**config.mk**
```make
export PLATFORM = sky130hd
export DESIGN_NAME = fetch_top
export DESIGN_NICKNAME = d
export VERILOG_FILES = /design/src/verilog/mem_pkg.sv /design/src/verilog/stream_pkg.sv /design/src/verilog/lane_rd_if.sv /design/src/verilog/fetch_data.sv /design/src/verilog/fetch_top.sv /design/src/verilog/lane_gather.sv /design/src/verilog/read_arbiter.sv
export SDC_FILE = /design/constraint.sdc
export NUM_CORES = 1
export LEC_CHECK = 0
export BUFFER_PORTS_ARGS = -buffer_cell sky130_fd_sc_hd__buf_4
export CAP_MARGIN = 20
export CORE_ASPECT_RATIO = 0.5
export CORE_MARGIN = 3
export CORE_UTILIZATION = 46
export DETAILED_ROUTE_END_ITERATION = 7
export GPL_ROUTABILITY_DRIVEN = 0
export PLACE_DENSITY = 0.69
export SYNTH_ARGS = -nofsm -noshare
export SYNTH_HDL_FRONTEND = slang
export SYNTH_SLANG_ARGS = --single-unit
export TNS_END_PERCENT = 10
```
**constraint.sdc**
```tcl
create_clock -name clk -period 32.5 [get_ports clk]
set_input_delay 4.875 -clock clk [delete_from_list [all_inputs] [get_ports clk]]
set_output_delay 4.875 -clock clk [all_outputs]
set_load 0.05 [all_outputs]
```
**src/verilog/mem_pkg.sv**
```systemverilog
`default_nettype none

package mem_pkg;

  localparam int ADDR_W    = 12;  // word address, not byte.
  localparam int TAG_DEPTH = 4;   // reads allowed in flight.

  typedef logic [ADDR_W-1:0] addr_t;

  // tag fifo entry, names the lane that owns the next response.
  typedef logic [1:0] lane_id_t;

  typedef logic [7:0] count_t;    // words per lane for one run.

endpackage

`default_nettype wire

```
**src/verilog/stream_pkg.sv**
```systemverilog
`default_nettype none

package stream_pkg;

  localparam int NUM_LANES = 4;    // fetch lanes drained together.
  localparam int WORD_W    = 128;  // memory word.
  localparam int CHUNK_W   = 16;   // lane output.

  // chunks per word, each lane shifts out this many per fill.
  localparam int CHUNKS = WORD_W / CHUNK_W;

  // one gathered beat holds one chunk from every lane.
  localparam int BEAT_W = NUM_LANES * CHUNK_W;

  typedef logic [WORD_W-1:0]  word_t;
  typedef logic [CHUNK_W-1:0] chunk_t;
  typedef logic [BEAT_W-1:0]  beat_t;

endpackage

`default_nettype wire
```
**src/verilog/lane_rd_if.sv**
```systemverilog
`default_nettype none

interface lane_rd_if;

  logic               available_read;  // lane may ask for its next word.
  logic               request_read;    // one-cycle pulse from the lane.
  logic               data_valid;      // one-cycle pulse with the word.
  stream_pkg::word_t  read_data;

  modport arb (
    output available_read,
    output data_valid,
    output read_data,
    input  request_read
  );

  modport lane (
    input  available_read,
    input  data_valid,
    input  read_data,
    output request_read
  );

endinterface

`default_nettype wire

```
**src/verilog/fetch_data.sv**
```systemverilog
`default_nettype none

module fetch_data (
  input  wire logic          clk,
  input  wire logic          rst,
  input  wire logic          en,
  lane_rd_if.lane            rd,
  input  wire logic          pop_data,
  output logic               available_pop,
  output stream_pkg::chunk_t data_out
);

  typedef enum logic [1:0] {
    RD_IDLE,
    RD_WAIT,
    RD_HOLD
  } rd_state_t;

  typedef enum logic {
    CTL_IDLE,
    CTL_SHIFT
  } ctl_state_t;

  rd_state_t  rd_state;
  ctl_state_t ctl_state;
  stream_pkg::word_t buffer;
  stream_pkg::word_t shift_reg;
  logic [stream_pkg::CHUNKS-1:0] chunk_sel;  // one-hot, msb is the final chunk.
  logic has_buffer;
  logic last_chunk;
  logic pop_en;
  logic buffer_take;

  assign data_out   = shift_reg[stream_pkg::CHUNK_W-1:0];
  assign has_buffer = (rd_state == RD_HOLD);
  assign last_chunk = chunk_sel[stream_pkg::CHUNKS-1];
  assign pop_en     = en && pop_data && (ctl_state == CTL_SHIFT);

  // buffer drains into the shifter when idle, or right as the last chunk leaves.
  assign buffer_take = en && has_buffer &&
                       ((ctl_state == CTL_IDLE) || (pop_en && last_chunk));

  always_ff @(posedge clk) begin
    if (rst) begin
      rd_state        <= RD_IDLE;
      rd.request_read <= 1'b0;
    end else begin
      rd.request_read <= 1'b0;
      case (rd_state)
        RD_IDLE: begin
          if (en && rd.available_read) begin
            rd.request_read <= 1'b1;
            rd_state        <= RD_WAIT;
          end
        end
        RD_WAIT: begin
          // the response is a single pulse, so it is taken even with en low.
          if (rd.data_valid) rd_state <= RD_HOLD;
        end
        RD_HOLD: begin
          if (buffer_take) rd_state <= RD_IDLE;
        end
        default: rd_state <= RD_IDLE;
      endcase
    end
  end

  always_ff @(posedge clk) begin
    if (rd_state == RD_WAIT && rd.data_valid) buffer <= rd.read_data;
  end

  always_ff @(posedge clk) begin
    if (rst) begin
      ctl_state     <= CTL_IDLE;
      available_pop <= 1'b0;
      chunk_sel     <= '0;
    end else if (en) begin
      case (ctl_state)
        CTL_IDLE: begin
          if (buffer_take) begin
            chunk_sel     <= stream_pkg::CHUNKS'(1);
            available_pop <= 1'b1;
            ctl_state     <= CTL_SHIFT;
          end
        end
        CTL_SHIFT: begin
          if (pop_en) begin
            if (!last_chunk) begin
              chunk_sel <= chunk_sel << 1;
            end else if (has_buffer) begin
              chunk_sel <= stream_pkg::CHUNKS'(1);  // back to back, no bubble.
            end else begin
              chunk_sel     <= '0;
              available_pop <= 1'b0;
              ctl_state     <= CTL_IDLE;
            end
          end
        end
        default: ctl_state <= CTL_IDLE;
      endcase
    end
  end

  always_ff @(posedge clk) begin
    if (buffer_take) begin
      shift_reg <= buffer;
    end else if (pop_en) begin
      shift_reg <= shift_reg >> stream_pkg::CHUNK_W;
    end
  end

endmodule

`default_nettype wire

```
**src/verilog/fetch_top.sv**
```systemverilog
`default_nettype none

module fetch_top (
  input  wire logic               clk,
  input  wire logic               rst,
  input  wire logic               en,
  input  wire logic               start,
  input  wire mem_pkg::addr_t     base_addr,
  input  wire mem_pkg::count_t    words_per_lane,
  output logic                    mem_rd,
  output mem_pkg::addr_t          mem_addr,
  input  wire logic               mem_valid,
  input  wire stream_pkg::word_t  mem_data,
  input  wire logic               pop,
  output logic                    beat_valid,
  output stream_pkg::beat_t       beat_data,
  output logic                    done
);

  lane_rd_if lane_rd [stream_pkg::NUM_LANES] ();

  logic               lane_avail [stream_pkg::NUM_LANES];
  logic               lane_pop   [stream_pkg::NUM_LANES];
  stream_pkg::chunk_t lane_chunk [stream_pkg::NUM_LANES];

  read_arbiter u_arbiter (
    .clk            (clk),
    .rst            (rst),
    .en             (en),
    .start          (start),
    .base_addr      (base_addr),
    .words_per_lane (words_per_lane),
    .lanes          (lane_rd),
    .mem_rd         (mem_rd),
    .mem_addr       (mem_addr),
    .mem_valid      (mem_valid),
    .mem_data       (mem_data)
  );

  for (genvar i = 0; i < stream_pkg::NUM_LANES; i++) begin : g_lane
    fetch_data u_lane (
      .clk           (clk),
      .rst           (rst),
      .en            (en),
      .rd            (lane_rd[i]),
      .pop_data      (lane_pop[i]),
      .available_pop (lane_avail[i]),
      .data_out      (lane_chunk[i])
    );
  end

  lane_gather u_gather (
    .clk            (clk),
    .rst            (rst),
    .en             (en),
    .start          (start),
    .words_per_lane (words_per_lane),
    .available_pop  (lane_avail),
    .data_out       (lane_chunk),
    .pop_data       (lane_pop),
    .pop            (pop),
    .beat_valid     (beat_valid),
    .beat_data      (beat_data),
    .done           (done)
  );

endmodule

`default_nettype wire

```
**src/verilog/lane_gather.sv**
```systemverilog
`default_nettype none

module lane_gather (
  input  wire logic               clk,
  input  wire logic               rst,
  input  wire logic               en,
  input  wire logic               start,
  input  wire mem_pkg::count_t    words_per_lane,
  input  wire logic               available_pop [stream_pkg::NUM_LANES],
  input  wire stream_pkg::chunk_t data_out [stream_pkg::NUM_LANES],
  output logic                    pop_data [stream_pkg::NUM_LANES],
  input  wire logic               pop,
  output logic                    beat_valid,
  output stream_pkg::beat_t       beat_data,
  output logic                    done
);

  logic [$bits(mem_pkg::count_t)+$clog2(stream_pkg::CHUNKS)-1:0] beat_cnt;
  logic [$bits(mem_pkg::count_t)+$clog2(stream_pkg::CHUNKS)-1:0] beat_target;
  stream_pkg::beat_t beat_next;
  logic all_avail;
  logic take;

  always_comb begin
    all_avail = 1'b1;
    for (int i = 0; i < stream_pkg::NUM_LANES; i++) begin
      all_avail = all_avail & available_pop[i];
      beat_next[i*stream_pkg::CHUNK_W +: stream_pkg::CHUNK_W] = data_out[i];  // lane 0 low.
      pop_data[i] = take;
    end
  end

  assign beat_valid = all_avail && en;
  assign take       = beat_valid && pop;

  always_ff @(posedge clk) begin
    if (take) beat_data <= beat_next;
  end

  always_ff @(posedge clk) begin
    if (rst) begin
      beat_cnt    <= '0;
      beat_target <= '0;
      done        <= 1'b0;
    end else if (start) begin
      beat_cnt    <= '0;
      beat_target <= $bits(beat_target)'(words_per_lane * stream_pkg::CHUNKS);
      done        <= (words_per_lane == '0);
    end else if (take) begin
      beat_cnt <= beat_cnt + 1'b1;
      if (beat_cnt + 1'b1 == beat_target) done <= 1'b1;
    end
  end

endmodule

`default_nettype wire

```
**src/verilog/read_arbiter.sv**
```systemverilog
`default_nettype none

module read_arbiter (
  input  wire logic                clk,
  input  wire logic                rst,
  input  wire logic                en,
  input  wire logic                start,
  input  wire mem_pkg::addr_t      base_addr,
  input  wire mem_pkg::count_t     words_per_lane,
  lane_rd_if.arb                   lanes [stream_pkg::NUM_LANES],
  output logic                     mem_rd,
  output mem_pkg::addr_t           mem_addr,
  input  wire logic                mem_valid,
  input  wire stream_pkg::word_t   mem_data
);

  mem_pkg::addr_t   next_addr [stream_pkg::NUM_LANES];
  mem_pkg::count_t  remaining [stream_pkg::NUM_LANES];
  mem_pkg::lane_id_t tag_mem [mem_pkg::TAG_DEPTH];
  logic [$clog2(mem_pkg::TAG_DEPTH)-1:0] wr_ptr;
  logic [$clog2(mem_pkg::TAG_DEPTH)-1:0] rd_ptr;
  mem_pkg::lane_id_t tag_head;
  mem_pkg::lane_id_t rr_ptr;
  mem_pkg::lane_id_t grant_id;
  logic grant_vld;
  logic [stream_pkg::NUM_LANES-1:0] grant_mask;
  logic [stream_pkg::NUM_LANES-1:0] req;
  logic [stream_pkg::NUM_LANES-1:0] pend_q;     // asked but not yet issued.
  logic [stream_pkg::NUM_LANES-1:0] want;
  logic [stream_pkg::NUM_LANES-1:0] in_flight;  // asked and not yet answered.
  logic [stream_pkg::NUM_LANES-1:0] resp_hit;
  logic room;

  assign tag_head = tag_mem[rd_ptr];
  assign want     = pend_q | req;
  // every lane in flight holds or will hold one tag.
  assign room     = $countones(in_flight) < mem_pkg::TAG_DEPTH;

  for (genvar i = 0; i < stream_pkg::NUM_LANES; i++) begin : g_lane
    assign req[i]      = lanes[i].request_read;
    assign resp_hit[i] = mem_valid && (tag_head == mem_pkg::lane_id_t'(i));
    assign lanes[i].available_read = (remaining[i] != '0) && !in_flight[i] && room;
    assign lanes[i].data_valid     = resp_hit[i];
    assign lanes[i].read_data      = mem_data;
  end

  // round-robin pick, starting after the last lane served.
  always_comb begin
    mem_pkg::lane_id_t idx;
    grant_vld  = 1'b0;
    grant_id   = rr_ptr;
    grant_mask = '0;
    for (int k = 0; k < stream_pkg::NUM_LANES; k++) begin
      idx = rr_ptr + mem_pkg::lane_id_t'(k);
      if (!grant_vld && want[idx]) begin
        grant_vld        = 1'b1;
        grant_id         = idx;
        grant_mask[idx]  = 1'b1;
      end
    end
  end

  always_ff @(posedge clk) begin
    if (rst) begin
      mem_rd    <= 1'b0;
      pend_q    <= '0;
      in_flight <= '0;
      rr_ptr    <= '0;
      wr_ptr    <= '0;
      rd_ptr    <= '0;
      for (int i = 0; i < stream_pkg::NUM_LANES; i++) begin
        remaining[i] <= '0;
      end
    end else begin
      mem_rd    <= 1'b0;
      pend_q    <= want;
      in_flight <= (in_flight | req) & ~resp_hit;  // responses are never held off.
      if (mem_valid) rd_ptr <= rd_ptr + 1'b1;
      if (en && grant_vld) begin
        mem_rd              <= 1'b1;
        pend_q              <= want & ~grant_mask;
        remaining[grant_id] <= remaining[grant_id] - 1'b1;
        rr_ptr              <= grant_id + 1'b1;
        wr_ptr              <= wr_ptr + 1'b1;
      end
      if (start) begin
        for (int i = 0; i < stream_pkg::NUM_LANES; i++) begin
          remaining[i] <= words_per_lane;
        end
      end
    end
  end

  // lane i walks base+i, base+i+N, base+i+2N ...
  always_ff @(posedge clk) begin
    if (en && grant_vld) begin
      mem_addr            <= next_addr[grant_id];
      tag_mem[wr_ptr]     <= grant_id;
      next_addr[grant_id] <= next_addr[grant_id] +
                             mem_pkg::addr_t'(stream_pkg::NUM_LANES);
    end
    if (start) begin
      for (int i = 0; i < stream_pkg::NUM_LANES; i++) begin
        next_addr[i] <= base_addr + mem_pkg::addr_t'(i);
      end
    end
  end

endmodule

`default_nettype wire

```
# [After elaboration in Yosys (flattened, before gate mapping)]
# Memories as Yosys holds them, arrays and structs flattened. A register that Yosys moved wholly into a read port is not among the register bits.
# Index checks and enable logic that the tools add are counted.
[op_classes] n_addsub=15 n_mul=0 div=0 n_lt_le_gt_ge=9 n_eq_ne=44 n_shift=0 muxes=138 bitwise_logic=36 reduce_logical=93
[op_table] operator="$mux 128" count=8
[op_table] operator="$mux 8" count=17
[op_table] operator="$mux 1" count=66
[op_table] operator="$pmux 8 s2" count=4
[op_table] operator="$logic_and 1x1->1" count=47
[op_table] operator="$mux 2" count=18
[op_table] operator="$add 32x32->32" count=1
[op_table] operator="$lt 32x4->1 const B" count=1
[op_table] operator="$ne 2x2->1 const B" count=16
[op_table] operator="$reduce_bool 8->1" count=4
[op_table] operator="$add 12x2->12 const B" count=2
[op_table] operator="$ne 2x1->1 const B" count=12
[op_table] operator="$pmux 2 s3" count=4
[op_table] operator="$reduce_and 3->1" count=8
[op_table] operator="$eq 2x2->1 const B" count=10
[op_table] operator="$mux 4" count=5
[op_table] operator="$or 4x4->4" count=5
[op_table] operator="$reduce_and 5->1" count=4
[op_table] operator="$pmux 1 s2" count=8
[op_table] operator="$add 12x1->12 const B" count=1
[op_table] operator="$add 12x3->12 const B" count=1
[op_table] operator="$lt 2x3->1 const B" count=4
[op_table] operator="$not 1->1" count=12
[op_table] operator="$reduce_bool 2->1" count=6
[op_table] operator="21 further kinds" count=71
[totals] register_bits=1187 latch_bits=0 ram_bits=88 romBits=0 input_bits=154 output_inout_bits=79 mem_count=3
[mem_list] name="u_arbiter.next_addr" words=4 word_bits=12 rd=1 rd_clocked_by_memory_dff=0 write_ports=5 line_no="read_arbiter.sv:17" rtl="mem_pkg::addr_t next_addr [stream_pkg::NUM_LANES];"
[mem_list] name="u_arbiter.remaining" words=4 word_bits=8 rd=5 rd_clocked_by_memory_dff=0 write_ports=4 line_no="read_arbiter.sv:18" rtl="mem_pkg::count_t remaining [stream_pkg::NUM_LANES];"
[mem_list] name="u_arbiter.tag_mem" words=4 word_bits=2 rd=1 rd_clocked_by_memory_dff=1 write_ports=1 line_no="read_arbiter.sv:19" rtl="mem_pkg::lane_id_t tag_mem [mem_pkg::TAG_DEPTH];"

# [Longest topological paths before layout]
[depth] depth_word=23 depth_mapped=19

# [Cells and area by module]
# A second synthesis with hierarchy kept.
[unflattened] hier_cells=3247 hier_area_um2=55012.8
[modules_own_cells] mod="fetch_data" n_inst=4 cells_per_inst=473 area_per_inst_um2=10391.2 seq_area_each_um2=7947.6
[modules_own_cells] mod="read_arbiter" n_inst=1 cells_per_inst=1160 area_per_inst_um2=10391.2 seq_area_each_um2=3343.2
[modules_own_cells] mod="lane_gather" n_inst=1 cells_per_inst=195 area_per_inst_um2=3056.7 seq_area_each_um2=2322.2

# [Worst setup path after synthesis]
# No wires, ideal clock.
[synth_timing] path_type="input port to flip-flop" startpoint="input port mem_valid" endpoint="register g_lane[0].u_lane.rd_state[1]" setup_time_ns=0.100 arrival_ns=15.617 required_ns=32.400 path_slack_ns=16.783 stages=4 n_path_buf=0 path_cell_list="nor2b_1 nor2b_1 nor3b_1 o21ba_2"
[synth_via] elab_chain_len=3
[synth_lines] item="start: declaration" line_no="fetch_top.sv:12" rtl="input wire logic mem_valid,"
[synth_lines] item="$logic_and 1x1->1" line_no="read_arbiter.sv:41" rtl="assign resp_hit[i] = mem_valid && (tag_head == mem_pkg::lane_id_t'(i));"
[synth_lines] item="$ne 2x1->1 (no line)"
[synth_lines] item="$reduce_and 3->1 (no line)"
[synth_lines] item="end signal: assignment" line_no="fetch_data.sv:58" rtl="if (rd.data_valid) rd_state <= RD_HOLD;"
[synth_lines] item="end signal: assignment" line_no="fetch_data.sv:61" rtl="if (buffer_take) rd_state <= RD_IDLE;"
[synth_lines] item="end signal: assignment" line_no="fetch_data.sv:63" rtl="default: rd_state <= RD_IDLE;"
[synth_lines] item="end: declaration" line_no="fetch_data.sv:24" rtl="rd_state_t rd_state;"
# Every way passes these cells.
# A chain may end at the register's enable or synchronous reset.

# [Worst setup path after layout]
[layout_timing] startpoint="input port en" endpoint="output port beat_valid"
[layout_via] elab_chain_len=1
[layout_lines] item="start: declaration" line_no="fetch_top.sv:6" rtl="input wire logic en,"
[layout_lines] item="$logic_and 1x1->1" line_no="lane_gather.sv:33" rtl="assign beat_valid = all_avail && en;"
[layout_lines] item="end: declaration" line_no="fetch_top.sv:15" rtl="output logic beat_valid,"
# Every way passes these cells.

==> flow_summary.yaml <==
global_route:
  antenna_found_initial: 10
  grt_overflow: 0
  grt_pass1_vias: 24000
  grt_pass1_wl_um: 152000
  track_usage: 0.183
  grt_start_max_net_pins: 131
routing:
  ant_nets: 0
  wl_per_cell_um: 22.4
  drc_errors: 0
  vias: 23600
  drt-initial-drc-count: 2159
  detail_route.vias_per_cell: 5.29
  firstDrtPassIters: 8
  drt_wl_total_um: 99900
logic_synthesis:
  ys_seq_area_frac: 0.777
  syn_area_mm2: 0.0482
  synth_edf_count: 1188
  ys_types: 67
  synthFlopType: "edfxtp_1"
  synth.top_cell.area_share: 0.740
  synthCells: 2696
  yosys-top-cells-count: "edfxtp_1 (1188), mux2_2 (454), nand2_1 (158)"
  ys_ff_latch: 1277
  synth-warning-count: 0
  synth.most_common_cell: "edfxtp_1"
  synthArstFlopShare: 0
  syn_nets: 2872
  syn_area_per_cell_um2: 17.9
  synth_area_leaders: "edfxtp_1 (74%), mux2_2 (11%), dfxtp_1 (3.7%), mux2i_1 (1.5%), nand2_1 (1.2%)"
  synth_area_leader_cell: "edfxtp_1"
critical_path:
  worstSetupEndpointType: "output port"
  cp_max_fo: 8
  path_class: "in2out"
  crit_start: "en"
  r2r-start: "g_lane[0].u_lane.available_pop$_SDFFE_PP0P_"
  worstPathRequired_ns: 27.62
  cp-start-kind: "input pin"
  cp.arrival_ns: 5.49
run:
  maxCapViolCount: 0
floorplan:
  die-height_um: 235
  core_mm2: 0.103
  io_pins: 233
  dieWidth_um: 464
  dieArea_mm2: 0.109
  fp-row-count: 83
  start_util: 0.467
status:
  status: "finished clean"
clock_tree:
  clock-sinks: 1277
  root_buffer: "clkbuf_16"
  clk_pin_slew_ns: 0.07
  h-tree-depth: 3
  numCtsBuffers: 108
  cts_setup_buffers: 0
  clk_latency_ns: 0.71
  clk_path_buf_depth: 3
  cts_resized: 0
  cts_hold_buf: 0
  cts_tree: "yes"
placement:
  dpl.hpwl_um: 57600
  io_buffers: 232
  place_ws_ns: 22.12
sta:
  timing.final.ws_setup_ns: 22.14
  fin_setup_tns_ns: 0
  finalHoldViolations: 0
  fmax_ghz: 0.0965
  whs_ns: 0.412
  fin_skew_ns: 0.0411
  setup_viol: 0
  drv_slew: 0
  rsz0062_at_grt: "no"
  period_needed_ns: 10.36
  maxSlewHeadroom: 0.263
  finalCritPeriodShare: 0.319
  worstMarginPinSlew_ns: 1.11
pwr:
  internal-power_mw: 2.80
  swShare: 0.256
  comb_power_share: 0.144
  p_switching_mw: 0.966
  clockPowerShare: 0.336
  leakage_nw: 18.4
  power_density_mw_per_mm2: 68.5
  seqPwrFrac: 0.520
  ir_drop_uv: 66.4
layout:
  final_layout_size_suffix_gt1_frac: 0.292
  area_delta_synth_final_pct: 14.2
  nets: 3131
hold_path:
  hold_path.class: "reg2reg"
  holdCritStartpoint: "g_lane[1].u_lane.shift_reg[10]$_DFFE_PP_"
## placed cells by master (no fill, tap or decap), types with 51 or more instances in the layout
master and count:
a21oi_1 71, and2_1 70, buf_4 255, clkbuf_16 110
dfxtp_1 89, edfxtp_1 1188, mux2_2 454, mux2i_1 72
nand2_1 158, nand3_1 51, nor2_1 87, o21ai_0 61
## cell families (layout without fill, tap and decap cells)
family          Yosys count  after routing  synth area share
compound gates          195            195            0.0240
xor+xnor                 65             65            0.0118
fa+ha+maj                22             22           0.00571
buf+inv                 136            486            0.0115
flops                  1277           1277             0.777
mux                     530            530             0.123
other cells               0              4                 0
simple gates            471            471            0.0473
## power by group through the flow
stage / clock network [mW] / registers [mW] / logic, mW
3_3_place_gp: 0 / 1.99 / 0.525
2_1_floorplan: 0 / 2.02 / 0.364
4_1_cts: 1.29 / 1.96 / 0.542
5_1_grt: 1.35 / 1.97 / 0.593
3_5_place_dp: 0 / 2.00 / 0.540
6_report: 1.27 / 1.96 / 0.543
## worst max-delay path: stages
cell and delay [ns]:
buf_4 0.14, nand3_1 0.10, nor2_1 0.15, buf_4 0.22
## layer usage
layer	track usage	up-vias	wire length, um
met5	0	-	34
met4	0.0438	6	1770
met3	0.0332	129	5680
met2	0.289	636	47300
met1	0.264	12000	45100
li1	-	10800	-
## metrics by stage
stage               utilization  power (mW)  std cells  cell area [um^2]
finish                    0.533        3.77       4452             55000
global route              0.533        3.92       4452             55000
CTS                       0.533        3.79       4448             55000
detailed placement        0.500        2.54       4247             51600
global placement          0.500        2.52       4247             51600
floorplan                     -        2.39       2696             48200
## final timing paths
kind	end	cells past startpoint	slack [ns]
worst max-delay path	beat_valid	4	22.14
worst min-delay path	u_gather.beat_data[26]$_DFFE_PP_	0	0.41
worst max register to register	g_lane[0].u_lane.shift_reg[10]$_DFFE_PP_	9	27.32
worst min register to register	u_gather.beat_data[26]$_DFFE_PP_	0	0.41
## area by class of cell
class                   instances  area [um^2]
repair buffers                257         1950
well taps                    1402         1750
flip-flops and latches       1277        37500
clock inverters                63          561
fillers                      8003        48200
inverters                      28          130
clock buffers                 138         2900
diodes                          4         10.0
multi-input cells            1283        10300
No activity file was read; power rests on OpenSTA's default activity.
